## src/design/aprPkg.sv

```systemverilog
`default_nettype none

package aprPkg;

  // I/O function of a command on the device bus
  typedef enum logic [2:0] {
    IoNone,
    IoCono,
    IoConi,
    IoDatao,
    IoDatai,
    IoLoadBlocks
  } ioFuncT;

  // Fast-memory address source, in microcode FMADR order
  typedef enum logic [2:0] {
    FmAc,
    FmAcPlus1,
    FmXr,
    FmVma,
    FmAcPlus2,
    FmAcPlus3,
    FmAcMagic,
    FmMagic
  } fmSrcT;

  localparam int WordBits = 36;
  localparam int NumConds = 8;

  // Condition bit positions
  localparam int CondSbusErr    = 0;
  localparam int CondNxmErr     = 1;
  localparam int CondIoPfErr    = 2;
  localparam int CondMbParErr   = 3;
  localparam int CondCDirParErr = 4;
  localparam int CondSAdrParErr = 5;
  localparam int CondPwrFail    = 6;
  localparam int CondSweepDone  = 7;

  // CONO fields
  localparam int CoSelEn     = 35;
  localparam int CoSelDis    = 34;
  localparam int CoSelClr    = 33;
  localparam int CoSelSet    = 32;
  localparam int CoMaskLsb   = 8;
  localparam int CoPiaLsb    = 0;

  // DATAI and block-load fields
  localparam int CurBlockLsb  = 0;
  localparam int PrevBlockLsb = 3;
  localparam int CompLsb      = 6;

endpackage

`default_nettype wire

```

## src/design/aprCtlIf.sv

```systemverilog
`timescale 1ns/1ps
`default_nettype none

interface aprCtlIf #(
  parameter int BlockBits = 3
);
  logic selEn;
  logic selDis;
  logic selClr;
  logic selSet;
  logic [aprPkg::NumConds-1:0] condMask;
  logic piaLoad;
  logic [2:0] piaLevel;
  logic loadBlocks;
  logic [BlockBits-1:0] curBlockIn;
  logic [BlockBits-1:0] prevBlockIn;
  logic dataoLoad;
  logic [3:0] compIn;
  logic readConi;
  logic readDatai;

  modport decoder (
    output selEn, selDis, selClr, selSet, condMask, piaLoad, piaLevel,
           loadBlocks, curBlockIn, prevBlockIn, dataoLoad, compIn,
           readConi, readDatai
  );
  modport flags (input selEn, selDis, selClr, selSet, condMask, piaLoad, piaLevel);
  modport blocks (input loadBlocks, curBlockIn, prevBlockIn);
  modport readback (input readConi, readDatai, dataoLoad, compIn);
endinterface

`default_nettype wire

```

## src/design/aprConditionFlags.sv

```systemverilog
`timescale 1ns/1ps
`default_nettype none

module aprConditionFlags (
  input  logic                         clk,
  input  logic                         reset,
  input  logic                         sbusErr,
  input  logic                         nxmErr,
  input  logic                         ioPfErr,
  input  logic                         mbParErr,
  input  logic                         cDirParErr,
  input  logic                         sAdrParErr,
  input  logic                         pwrWarn,
  input  logic                         sweepBusy,
  aprCtlIf.flags                       ctl,
  output logic [aprPkg::NumConds-1:0]  flags,
  output logic [aprPkg::NumConds-1:0]  enables,
  output logic [2:0]                   piaLevel,
  output logic                         aprInterrupt
);

  logic sweepBusyQ;
  logic sweepFall;
  logic [aprPkg::NumConds-1:0] events;
  logic [aprPkg::NumConds-1:0] setMask;
  logic [aprPkg::NumConds-1:0] clrMask;
  logic [aprPkg::NumConds-1:0] enMask;
  logic [aprPkg::NumConds-1:0] disMask;
  logic [aprPkg::NumConds-1:0] flagsNext;
  logic [aprPkg::NumConds-1:0] enablesNext;

  // Sweep done fires when the cache sweep stops
  assign sweepFall = sweepBusyQ & ~sweepBusy;

  always_comb begin
    events = '0;
    events[aprPkg::CondSbusErr]    = sbusErr;
    events[aprPkg::CondNxmErr]     = nxmErr;
    events[aprPkg::CondIoPfErr]    = ioPfErr;
    events[aprPkg::CondMbParErr]   = mbParErr;
    events[aprPkg::CondCDirParErr] = cDirParErr;
    events[aprPkg::CondSAdrParErr] = sAdrParErr;
    events[aprPkg::CondPwrFail]    = pwrWarn;
    events[aprPkg::CondSweepDone]  = sweepFall;
  end

  always_comb begin
    setMask = {aprPkg::NumConds{ctl.selSet}} & ctl.condMask;
    clrMask = {aprPkg::NumConds{ctl.selClr}} & ctl.condMask;
    enMask  = {aprPkg::NumConds{ctl.selEn}} & ctl.condMask;
    disMask = {aprPkg::NumConds{ctl.selDis}} & ctl.condMask;
    // Event beats clear
    flagsNext   = events | setMask | (flags & ~clrMask);
    // Disable beats enable
    enablesNext = (enables | enMask) & ~disMask;
  end

  always_ff @(posedge clk) begin
    if (reset) begin
      flags      <= '0;
      enables    <= '0;
      piaLevel   <= '0;
      sweepBusyQ <= 1'b0;
    end else begin
      flags      <= flagsNext;
      enables    <= enablesNext;
      sweepBusyQ <= sweepBusy;
      if (ctl.piaLoad) begin
        piaLevel <= ctl.piaLevel;
      end
    end
  end

  assign aprInterrupt = |(flags & enables);

endmodule

`default_nettype wire

```

## src/design/aprFmAddress.sv

```systemverilog
`timescale 1ns/1ps
`default_nettype none

module aprFmAddress #(
  parameter int BlockBits = 3
) (
  input  logic                  clk,
  input  logic                  reset,
  input  logic [3:0]            ac,
  input  logic [3:0]            xr,
  input  logic [3:0]            vmaAdr,
  input  logic [8:0]            magic,
  input  aprPkg::fmSrcT         fmSrc,
  input  logic                  xrPrevious,
  input  logic                  vmaPrevEn,
  input  logic                  loadVmaContext,
  aprCtlIf.blocks               ctl,
  output logic [BlockBits-1:0]  curBlock,
  output logic [BlockBits-1:0]  prevBlock,
  output logic [3:0]            fmAdr,
  output logic [BlockBits-1:0]  fmBlock
);

  logic [3:0] acPlus1;
  logic [3:0] acPlus2;
  logic [3:0] acPlus3;
  logic [3:0] acPlusMagic;
  logic [2:0] magicBlock;
  logic [BlockBits-1:0] xrBlock;
  logic [BlockBits-1:0] vmaBlock;

  // All sums wrap within the 16-word AC file
  always_comb begin
    acPlus1     = ac + 4'd1;
    acPlus2     = ac + 4'd2;
    acPlus3     = ac + 4'd3;
    acPlusMagic = ac + magic[8:5];
    magicBlock  = magic[4:2];
  end

  always_comb begin
    case (fmSrc)
      aprPkg::FmAc:      fmAdr = ac;
      aprPkg::FmAcPlus1: fmAdr = acPlus1;
      aprPkg::FmXr:      fmAdr = xr;
      aprPkg::FmVma:     fmAdr = vmaAdr;
      aprPkg::FmAcPlus2: fmAdr = acPlus2;
      aprPkg::FmAcPlus3: fmAdr = acPlus3;
      aprPkg::FmAcMagic: fmAdr = acPlusMagic;
      default:           fmAdr = magic[8:5];
    endcase
  end

  assign xrBlock = xrPrevious ? prevBlock : curBlock;

  always_comb begin
    case (fmSrc)
      aprPkg::FmXr:    fmBlock = xrBlock;
      aprPkg::FmVma:   fmBlock = vmaBlock;
      aprPkg::FmMagic: fmBlock = magicBlock[BlockBits-1:0];
      default:         fmBlock = curBlock;
    endcase
  end

  always_ff @(posedge clk) begin
    if (reset) begin
      curBlock  <= '0;
      prevBlock <= '0;
      vmaBlock  <= '0;
    end else begin
      if (ctl.loadBlocks) begin
        curBlock  <= ctl.curBlockIn;
        prevBlock <= ctl.prevBlockIn;
      end
      // Context for the next memory reference
      if (loadVmaContext) begin
        vmaBlock <= vmaPrevEn ? prevBlock : curBlock;
      end
    end
  end

endmodule

`default_nettype wire

```

## src/design/aprIoDecode.sv

```systemverilog
`timescale 1ns/1ps
`default_nettype none

module aprIoDecode #(
  parameter int BlockBits = 3
) (
  input  logic                          ioValid,
  input  aprPkg::ioFuncT                ioFunc,
  input  logic [aprPkg::WordBits-1:0]   ioData,
  aprCtlIf.decoder                      ctl
);

  logic isCono;
  logic isConi;
  logic isDatao;
  logic isDatai;
  logic isLoad;

  always_comb begin
    isCono  = ioValid && (ioFunc == aprPkg::IoCono);
    isConi  = ioValid && (ioFunc == aprPkg::IoConi);
    isDatao = ioValid && (ioFunc == aprPkg::IoDatao);
    isDatai = ioValid && (ioFunc == aprPkg::IoDatai);
    isLoad  = ioValid && (ioFunc == aprPkg::IoLoadBlocks);
  end

  // Condition selects only act on a CONO
  always_comb begin
    ctl.selEn    = isCono & ioData[aprPkg::CoSelEn];
    ctl.selDis   = isCono & ioData[aprPkg::CoSelDis];
    ctl.selClr   = isCono & ioData[aprPkg::CoSelClr];
    ctl.selSet   = isCono & ioData[aprPkg::CoSelSet];
    ctl.condMask = ioData[aprPkg::CoMaskLsb +: aprPkg::NumConds];
    ctl.piaLoad  = isCono;
    ctl.piaLevel = ioData[aprPkg::CoPiaLsb +: 3];
  end

  always_comb begin
    ctl.loadBlocks  = isLoad;
    ctl.curBlockIn  = ioData[aprPkg::CurBlockLsb +: BlockBits];
    ctl.prevBlockIn = ioData[aprPkg::PrevBlockLsb +: BlockBits];
    ctl.dataoLoad   = isDatao;
    ctl.compIn      = ioData[aprPkg::CompLsb +: 4];
  end

  always_comb begin
    ctl.readConi  = isConi;
    ctl.readDatai = isDatai;
  end

endmodule

`default_nettype wire

```

## src/design/aprReadback.sv

```systemverilog
`timescale 1ns/1ps
`default_nettype none

module aprReadback (
  input  logic                         clk,
  input  logic                         reset,
  aprCtlIf.readback                    ctl,
  input  logic [aprPkg::NumConds-1:0]  flags,
  input  logic [aprPkg::NumConds-1:0]  enables,
  input  logic                         aprInterrupt,
  input  logic [2:0]                   piaLevel,
  input  logic [2:0]                   curBlock,
  input  logic [2:0]                   prevBlock,
  output logic [aprPkg::WordBits-1:0]  rdData,
  output logic                         rdValid
);

  // Fetch, read, write, user compare bits
  logic [3:0] compBits;
  logic [aprPkg::WordBits-1:0] coniWord;
  logic [aprPkg::WordBits-1:0] dataiWord;

  always_comb begin
    coniWord  = {16'b0, piaLevel, aprInterrupt, enables, flags};
    dataiWord = {26'b0, compBits, prevBlock, curBlock};
  end

  always_ff @(posedge clk) begin
    if (reset) begin
      compBits <= '0;
      rdValid  <= 1'b0;
    end else begin
      rdValid <= ctl.readConi | ctl.readDatai;
      if (ctl.dataoLoad) begin
        compBits <= ctl.compIn;
      end
    end
  end

  // Word holds until the next read
  always_ff @(posedge clk) begin
    if (ctl.readConi) begin
      rdData <= coniWord;
    end else if (ctl.readDatai) begin
      rdData <= dataiWord;
    end
  end

endmodule

`default_nettype wire

```

## src/design/aprTop.sv

```systemverilog
`timescale 1ns/1ps
`default_nettype none

module aprTop #(
  parameter int BlockBits = 3
) (
  input  logic                         clk,
  input  logic                         reset,
  input  logic                         ioValid,
  input  aprPkg::ioFuncT               ioFunc,
  input  logic [aprPkg::WordBits-1:0]  ioData,
  input  logic                         sbusErr,
  input  logic                         nxmErr,
  input  logic                         ioPfErr,
  input  logic                         mbParErr,
  input  logic                         cDirParErr,
  input  logic                         sAdrParErr,
  input  logic                         pwrWarn,
  input  logic                         sweepBusy,
  input  logic [3:0]                   ac,
  input  logic [3:0]                   xr,
  input  logic [3:0]                   vmaAdr,
  input  logic [8:0]                   magic,
  input  aprPkg::fmSrcT                fmSrc,
  input  logic                         xrPrevious,
  input  logic                         vmaPrevEn,
  input  logic                         loadVmaContext,
  output logic [aprPkg::NumConds-1:0]  flags,
  output logic [aprPkg::NumConds-1:0]  enables,
  output logic [2:0]                   piaLevel,
  output logic                         aprInterrupt,
  output logic [BlockBits-1:0]         curBlock,
  output logic [BlockBits-1:0]         prevBlock,
  output logic [3:0]                   fmAdr,
  output logic [BlockBits-1:0]         fmBlock,
  output logic [aprPkg::WordBits-1:0]  rdData,
  output logic                         rdValid
);

  aprCtlIf #(.BlockBits(BlockBits)) ctl ();

  aprIoDecode #(.BlockBits(BlockBits)) i_decode (
    .ioValid (ioValid),
    .ioFunc  (ioFunc),
    .ioData  (ioData),
    .ctl     (ctl.decoder)
  );

  aprConditionFlags i_flags (
    .clk          (clk),
    .reset        (reset),
    .sbusErr      (sbusErr),
    .nxmErr       (nxmErr),
    .ioPfErr      (ioPfErr),
    .mbParErr     (mbParErr),
    .cDirParErr   (cDirParErr),
    .sAdrParErr   (sAdrParErr),
    .pwrWarn      (pwrWarn),
    .sweepBusy    (sweepBusy),
    .ctl          (ctl.flags),
    .flags        (flags),
    .enables      (enables),
    .piaLevel     (piaLevel),
    .aprInterrupt (aprInterrupt)
  );

  aprFmAddress #(.BlockBits(BlockBits)) i_fmAddress (
    .clk            (clk),
    .reset          (reset),
    .ac             (ac),
    .xr             (xr),
    .vmaAdr         (vmaAdr),
    .magic          (magic),
    .fmSrc          (fmSrc),
    .xrPrevious     (xrPrevious),
    .vmaPrevEn      (vmaPrevEn),
    .loadVmaContext (loadVmaContext),
    .ctl            (ctl.blocks),
    .curBlock       (curBlock),
    .prevBlock      (prevBlock),
    .fmAdr          (fmAdr),
    .fmBlock        (fmBlock)
  );

  aprReadback i_readback (
    .clk          (clk),
    .reset        (reset),
    .ctl          (ctl.readback),
    .flags        (flags),
    .enables      (enables),
    .aprInterrupt (aprInterrupt),
    .piaLevel     (piaLevel),
    .curBlock     (curBlock),
    .prevBlock    (prevBlock),
    .rdData       (rdData),
    .rdValid      (rdValid)
  );

endmodule

`default_nettype wire

```

## config.mk

```make
export PLATFORM = sky130hd
export DESIGN_NAME = aprTop
export DESIGN_NICKNAME = d
export VERILOG_FILES = /design/src/design/aprPkg.sv /design/src/design/aprCtlIf.sv /design/src/design/aprConditionFlags.sv /design/src/design/aprFmAddress.sv /design/src/design/aprIoDecode.sv /design/src/design/aprReadback.sv /design/src/design/aprTop.sv
export SDC_FILE = /design/constraint.sdc
export NUM_CORES = 1
export LEC_CHECK = 0
export BUFFER_PORTS_ARGS = -buffer_cell sky130_fd_sc_hd__buf_2
export CAP_MARGIN = 5
export CORE_AREA = 2 2 84 86
export DETAILED_ROUTE_END_ITERATION = 7
export DIE_AREA = 0 0 86 88
export GPL_TIMING_DRIVEN = 0
export PLACE_DENSITY = 0.79
export SLEW_MARGIN = 10
export SYNTH_ARGS = -nofsm -noshare
export SYNTH_HDL_FRONTEND = slang
export SYNTH_HIERARCHICAL = 1
export SYNTH_SLANG_ARGS = --single-unit
export TNS_END_PERCENT = 5
```

## constraint.sdc

```tcl
create_clock -name clk -period 3.01 [get_ports clk]
set_input_delay 0.301 -clock clk [delete_from_list [all_inputs] [get_ports clk]]
set_output_delay 0.301 -clock clk [all_outputs]
set_load 0.01 [all_outputs]
```

Word level (Yosys, flattened, before mapping)

Index checks and enable logic that the tools add are counted.
Widths: inputs -> output; s select.

$add $sub $neg: 4
Eq/ne operators: 12
Multiplexer cells: 6
Bitwise logic cells: 19
Reductions and logical operators: 8

Operators by type and width:

| kind                | count |
|---|---|
| $and 8x8->8         | 7 |
| $mux 20             | 2 |
| $pmux 4 s7          | 1 |
| $or 8x8->8          | 3 |
| $eq 3x3->1 const B  | 6 |
| $not 8->8           | 2 |
| $eq 3x2->1 const B  | 4 |
| $pmux 3 s3          | 1 |
| $add 4x2->4 const B | 2 |
| $reduce_or 8->1     | 1 |
| $eq 3x1->1 const B  | 2 |
| $mux 3              | 2 |
| $and 1x1->1         | 5 |
| $logic_and 1x1->1   | 5 |
| $add 4x1->4 const B | 1 |
| $add 4x4->4         | 1 |
| $logic_not 3->1     | 1 |
| $reduce_bool 2->1   | 1 |
| $not 1->1           | 1 |
| $or 1x1->1          | 1 |

Register bits: 54
Bits of input ports: 77
Output and inout bits: 70
Word-level logic and storage cells: 59

Longest topological paths before layout

Gate-level depths: netlist of the first run.

Word-level depth: 7
Gate-level depth with buffers: 9
Gate-level depth less buffers: 8

By module

The synthesis of the first run kept the hierarchy.

Modules (own cells, without submodules):

| module            | instances | cells an instance | area each (um^2) | sequential area each (um^2) |
|---|---|---|---|---|
| aprReadback       | 1         | 75                | 1126.1           | 700.7 |
| aprFmAddress      | 1         | 104               | 845.8            | 180.2 |
| aprConditionFlags | 1         | 79                | 794.5            | 400.4 |
| aprIoDecode       | 1         | 31                | 235.2            | 0.0 |

Least setup slack after synthesis of the first run

OpenSTA, ideal clock, no wires.

Path kind: input to output
From: in fmSrc[0]
To: out fmAdr[1]
Arrival time: 2.203 ns
Data required time: 2.709 ns
Setup slack: 0.506 ns
Stages on the path: 9
Buffers on the path: 2
Path through: buf_2 buf_2 or3_1 ha_1 fa_1 inv_1 o21ai_0 o21ai_0 a21oi_1

Word-level cells in the longest chain between the ends: 2
Elaborated cells between the ends (all ways): 8
Classes of those cells: eq/ne: 6; mux: 1; reduce/logical: 1

RTL lines:

| item                               | RTL line           | text |
|---|---|---|
| start: declaration                 | aprTop.sv:24       | `input aprPkg::fmSrcT fmSrc,` |
| $eq 3x3->1 (tied with other cells) | aprFmAddress.sv:42 | `case (fmSrc)` |
| $pmux 4 s7 (*)                     | aprFmAddress.sv:42 |  |
| end: declaration                   | aprTop.sv:34       | `output logic [3:0] fmAdr,` |

Mark *: on every way between the ends. The rest lies on a longest branch, timed or not.

Final worst setup path of the first run

Ends and elaborated chain as after synthesis.

==> results of run 1 <==
registers in the layout, indices dropped and copies added, names as in the netlist:
name and count:
i_fmAddress/curBlock 3, i_readback/rdData 20, i_flags/piaLevel 3, i_flags/sweepBusyQ 1
i_fmAddress/prevBlock 3, i_fmAddress/vmaBlock 3, i_flags/enables 8, i_flags/flags 8
i_readback/compBits 4, i_readback/rdValid 1
routing by layer:
layer	part of all wire, %	routed length, microns	vias up	track usage [%]
met1	43	3088	1180	23.70
met2	50	3623	106	33.54
li1	-	-	1228	-
met3	6.2	445	8	2.922
met5	0	0	-	0
met4	0.97	70	0	5.483
layout make-up:
cell class,count,area [sq um]
Clock buffer,6,82.58
Inverter,4,15.01
Multi-Input combinational cell,193,1378
Clock inverter,2,60.06
Fill cell,579,2873
Sequential cell,54,1281
Tap cell,80,100.1
Buffer,53,384.1
Timing Repair Buffer,94,470.5
cell usage after synthesis, drive strengths merged:
master  number
fa           1
edfxtp      20
nand2        6
and4b        1
or2          1
nand3        3
a21oi       30
dfxtp       34
a21bo        8
nor4bb       1
a22oi        4
and3         1
buf         49
xor2         1
nor3b        2
clkbuf       4
a211o        1
and2        15
xnor2        1
mux2        15
ha           4
mux2i       17
o22ai        3
a221oi       3
nor2        22
nand2b       2
nand4        1
o311ai       1
nor3         1
nor2b        3
a31oi        2
a21boi       1
conb         1
o32a         2
o21ai        5
o211ai       3
a211oi      13
a21o         1
inv          4
or3          1
and4bb       1
metrics by stage:
| step | cell area [sq um] | util, % |
|---|---|---|
| after global placement | 3628 | 54.61 |
| final | 3771 | 56.76 |
| after floorplan | 3058 | - |
| after detailed placement | 3628 | 54.61 |
| after global routing | 3771 | 56.76 |
| after CTS | 3771 | 56.76 |
worst max-delay path: stages:
cell     delay (ns)
buf_2          0.16
buf_2          0.20
or3_1          0.38
ha_1           0.22
fa_1           0.48
inv_1          0.04
o21ai_0        0.21
o21ai_0        0.12
a21oi_1        0.14
buf_2          0.14
power by group through the flow:
stage / sequential [mW] / combinational, mW / clock (mW)
floorplan: 0.823 / 0.171 / 0
finish: 0.799 / 0.277 / 0.583
global placement: 0.816 / 0.268 / 0
CTS: 0.800 / 0.277 / 0.604
detailed placement: 0.817 / 0.276 / 0
global route: 0.804 / 0.303 / 0.625
kinds of logic (layout without fill, tap and decap cells):
kind of cell	after synthesis	in the layout	synth area share, %
adder cells (fa/ha/maj)	5	5	2.334
other	1	16	0.1249
flip-flops	54	54	42.68
AND/OR/NAND/NOR	61	61	10.88
AO/OA/AOI/OAI	77	77	17.42
buffers and inverters	57	159	13.30
multiplexers	32	32	12.67
XOR/XNOR	2	2	0.5837
how the worst min path moves through the flow:
stage,from,end,depth (start not counted)
floorplan,reset,i_readback/rdValid$_SDFF_PP0_,1
detailed placement,i_fmAddress/vmaBlock[1]$_SDFFE_PP0P_,i_fmAddress/vmaBlock[1]$_SDFFE_PP0P_,2
global route,ioData[12],i_flags/enables[4]$_SDFF_PP0_,2
finish,ioData[12],i_flags/enables[4]$_SDFF_PP0_,2
CTS,ioData[12],i_flags/enables[4]$_SDFF_PP0_,2
global placement,i_flags/sweepBusyQ$_SDFF_PP0_,i_flags/flags[7]$_SDFF_PP0_,2
==> results.py, run 1 <==
metrics = {
    "critical_path": {
        "r2r_start": "i_flags/enables[1]$_SDFF_PP0_",
        "rr_worst_depth": 3,
        "arrival_ns": 2.40,
        "critPathLaunch": "fmSrc[0]",
        "critPathMaxFanout": 10,
        "rr_endpoint": "i_readback/rdData[16]$_SDFFCE_PN0P_",
        "crit_end": "fmAdr[1]",
        "critPathKind": "in2out",
        "critPathRequiredTime_ns": 2.71,
        "endpoint_kind": "primary output",
        "ff2ff_setup_slack_ns": 1.85,
        "start_kind": "input pin",
    },
    "global_routing": {
        "antenna_found_initial": 0,
        "grt_overflow": 0,
        "track_usage_pct": 18.86,
        "grt_first_pass_wirelength_microns": 11340,
        "grt_pass1_vias": 2360,
        "grt_max_degree": 22,
    },
    "detailed_routing": {
        "vias": 2522,
        "via_per_inst": 5.189,
        "wl_per_cell_microns": 14.87,
        "drc": 0,
        "firstDrtPassIters": 4,
        "postRouteWirelength_microns": 7226,
        "ant_nets": 0,
        "drtIter0Drc": 50,
    },
    "clock_tree": {
        "post_cts_buffers": 0,
        "clock-sinks": 54,
        "clkTransAtPathRegs_ns": 0.10,
        "htree_levels": 2,
        "root_buffer": "clkbuf_8",
        "clk_latency_ns": 0.31,
        "max-clock-path-buffers": 2,
        "cts_resized": 0,
        "cts_tree": "built",
        "cts_buffers": 5,
        "cts-hold-fix-buffers": 0,
    },
    "layout": {
        "syn_to_final_growth_pct": 25.64,
        "antenna_cells": 0,
        "instances_no_fill": 486,
        "mostFrequentLayoutCell": "buf_2",
        "layout_common_cells": "buf_2 (100), buf_4 (39), dfxtp_1 (34)",
        "layout.nets": 487,
        "drive_above_1_share_pct": 41.87,
    },
    "timing": {
        "setup_violations": 0,
        "clock-skew-final_ns": 0.007008,
        "tightestPinTransition_ns": 0.9434,
        "min_period_ns": 2.703,
        "hold_violations": 0,
        "slew_violations": 0,
        "fin_hold_ws_ns": 0.1896,
        "fmax_ghz": 0.3699,
        "period_share_pct": 89.82,
        "rsz0062_at_grt": "false",
        "setup_tns_ns": 0,
        "setup_slack_ns": 0.3066,
        "slew_headroom_pct": 37.10,
    },
    "floorplan": {
        "core_area_sq_um": 6644,
        "dieArea_sq_um": 7568,
        "placementRows": 30,
        "dieWidth_microns": 86,
        "start_util_pct": 45.18,
        "io_pins": 147,
        "fp.dieH_microns": 88,
    },
    "status": {
        "status": "complete, no violations",
    },
    "synth": {
        "synth_seq_area_share_pct": 42.68,
        "synth_top_area_cell": "dfxtp_1",
        "synth_seq_cells": 54,
        "synthDominantCellAreaShare_pct": 22.68,
        "syn_inst": 289,
        "synth_area_sq_um": 3002,
        "synthTopCellsByArea": "dfxtp_1 (23%), edfxtp_1 (20%), buf_4 (9.8%), mux2i_1 (5.7%), mux2_4 (5.5%)",
        "synth.distinct_cells": 47,
        "avgSynthCellArea_sq_um": 10.39,
        "yosys_warnings": 6,
    },
    "pwr": {
        "pwr-share-clk_pct": 35.1,
        "sequentialPowerShare_pct": 48.2,
        "irDropWorstVdd_v": 0.0001823,
        "finalPower_mw": 1.660,
        "cellLeakagePower_nw": 1.726,
        "switchingPower_mw": 0.3847,
        "power_frac_comb_pct": 16.7,
        "p_per_area_nw_per_um2": 440.2,
        "p_int_mw": 1.275,
        "p_sw_share_pct": 23.18,
    },
    "run": {
        "max_cap_violations": 0,
    },
    "placement": {
        "routabilityCongestion": 0.8259,
        "place_inst": 478,
        "place_ws_ns": 0.3410,
        "io_buffers": 94,
        "dp_hpwl_microns": 5681,
    },
    "min_path": {
        "worstHoldPathType": "in2reg",
    },
}
Power figures use the tool's default switching activity.
==> run 2: changes to the inputs <==
- CORE_AREA: 2 2 84 86 -> 2 2 88 90
- DIE_AREA: 0 0 86 88 -> 0 0 90 92
- PLACE_DENSITY: 0.79 -> 0.76
- clock period: 3.01 -> 2.4 ns (I/O delays scaled with it)
==> run 2 against run 1 <==
  * Die area increased by 9.4%
  * Power increased by 15%
  * Wire length unchanged
  * Critical endpoint unchanged
==> results.py, run 2 (synthesis gave the netlist of run 1 again) <==
metrics = {
    "detailed_routing": {
        "wl_per_cell_microns": 14.09,
        "routed.top_layer": "met4",
        "drc": 0,
        "ant_nets": 0,
        "vias": 2512,
        "via_per_inst": 4.897,
        "drt-met1-wl_microns": 3175,
        "drtIter0Drc": 104,
        "firstDrtPassIters": 4,
        "wl_met3_microns": 490,
        "routed-wl-met2_microns": 3439,
        "postRouteWirelength_microns": 7226,
    },
    "layout": {
        "instances_no_fill": 513,
        "fill_cells": 698,
        "reg_top3": "i_readback/rdData x20, i_flags/enables x8, i_flags/flags x8",
        "utilization_pct": 51.23,
        "regArea_sq_um": 1281,
        "antenna_cells": 0,
        "multi_input_area_sq_um": 1389,
        "layout.nets": 492,
        "drive_above_1_share_pct": 43.55,
        "mostFrequentLayoutCell": "buf_2",
        "syn_to_final_growth_pct": 27.09,
        "largest_reg_flops": 20,
        "regMostFlops": "i_readback/rdData",
        "layout_common_cells": "buf_2 (98), buf_4 (44), dfxtp_1 (34)",
    },
    "clock_tree": {
        "clk_latency_ns": 0.31,
        "clock-sinks": 54,
        "htree_levels": 2,
        "max-clock-path-buffers": 2,
        "root_buffer": "clkbuf_8",
        "cts_buffers": 5,
        "cts_tree": "built",
        "cts-hold-fix-buffers": 0,
        "clkTransAtPathRegs_ns": 0.10,
    },
    "placement": {
        "io_buffers": 94,
        "place_inst": 500,
        "routabilityCongestion": 0.8546,
        "dp_hpwl_microns": 5582,
        "place_ws_ns": -0.2094,
    },
    "critical_path": {
        "endpoint_kind": "primary output",
        "r2r_start": "i_flags/enables[1]$_SDFF_PP0_",
        "crit_chain": "buf_6 -> buf_6 -> or3_1 -> ha_2 -> fa_2 -> inv_1 -> o21ai_2 -> o21ai_1 -> a21oi_1 -> buf_2",
        "start_kind": "input pin",
        "critPathMaxFanout": 9,
        "critPathLaunch": "fmSrc[0]",
        "critPathRequiredTime_ns": 2.16,
        "cp_slowest_cell": "fa_2",
        "critPathKind": "in2out",
        "max_stage_delay_ns": 0.52,
        "arrival_ns": 2.09,
        "worst_path_most_repeated_cell": "buf_6",
    },
    "timing": {
        "clock-skew-final_ns": 0.005604,
        "setup_slack_ns": 0.07066,
        "period_share_pct": 97.06,
        "slew_violations": 0,
        "tightestPinTransition_ns": 0.9215,
        "slew_headroom_pct": 38.56,
        "min_period_ns": 2.329,
        "rsz0062_at_grt": "false",
        "setup_violations": 0,
        "hold_violations": 0,
        "fmax_ghz": 0.4293,
    },
    "min_path": {
        "worstHoldPathType": "in2reg",
        "hold_start": "ioData[8]",
    },
    "global_routing": {
        "antenna_found_initial": 0,
        "grt_overflow": 0,
        "grt_max_degree": 22,
        "grt_first_pass_wirelength_microns": 11530,
        "grt_pass1_vias": 2373,
        "track_usage_pct": 17.08,
    },
    "pwr": {
        "p_per_area_nw_per_um2": 498.6,
        "irDropWorstVdd_v": 0.0002067,
        "cellLeakagePower_nw": 1.734,
    },
    "floorplan": {
        "placementRows": 32,
        "fp.dieH_microns": 92,
        "start_util_pct": 40.31,
        "dieWidth_microns": 90,
        "core_area_sq_um": 7447,
        "io_pins": 147,
        "dieArea_sq_um": 8280,
    },
    "run": {
        "max_cap_violations": 0,
    },
    "status": {
        "status": "complete, no violations",
    },
}
==> run 2: cell types whose count changed in the layout (fill, tap and decap cells not counted), sizes merged <==
cell and delta:
clkbuf -1, buf +5, bufinv -2, inv +2
clkinv +1
==> run 2: path summary, 6_finish.rpt <==
kind / end / slack (ns) / cells past startpoint
hold reg to reg: i_flags/flags[7]$_SDFF_PP0_ / 0.49 / 2
setup reg to reg: i_readback/rdData[16]$_SDFFCE_PN0P_ / 1.23 / 3
setup / recovery: fmAdr[1] / 0.07 / 10
hold / removal: i_flags/enables[0]$_SDFF_PP0_ / 0.13 / 2
==> run 2: repair_timing <==
item | in CTS | in global routing
resized for setup | 8 | 5
pin swaps | 0 | 6
endpoints found under the setup margin | 2 | 3
buffers inserted | 0 | 5
==> run 2: routing by layer <==
metal / global-route usage [%] / vias up
li1: - / 1235
met1: 21.35 / 1162
met2: 28.95 / 103
met3: 4.273 / 12
met4: 5.641 / 0
met5: 0 / -
==> run 2: metrics by stage <==
step	TNS, ns	total power [mW]	hold WS (ns)	area (sq um)
floorplan	0	1.247	0.3116	3058
global placement	-0.3156	1.363	0.4478	3656
detailed placement	-0.3670	1.370	0.4562	3656
CTS	-0.002645	1.913	0.1126	3769
global route	0	1.993	0.1207	3815
finish	0	1.902	0.1275	3815
==> run 2: layout make-up <==
type | instances | share of cell area [%]
buffer | 53 | 10.40
clock buffer | 5 | 1.804
clock inverter | 3 | 0.7543
inverter | 4 | 0.3936
multi-input combinational | 193 | 36.41
sequential | 54 | 33.58
tap | 102 | 3.345
timing repair buffer | 99 | 13.32
==> run 2: critical path, delay by kind of cell <==
kind,cells,cell delay (ns)
and+or+nand+nor,1,0.35
AOI/OAI and AO/OA,3,0.34
adders and majority gates,2,0.73
buffers and inverters,4,0.43
==> run 2: where the power goes <==
group          leakage (nW)  total, mW  internal [mW]  switching [mW]
Sequential            0.452       1.00          0.980          0.0235
Combinational          1.23      0.360          0.184           0.176
Clock                0.0506      0.538          0.219           0.320
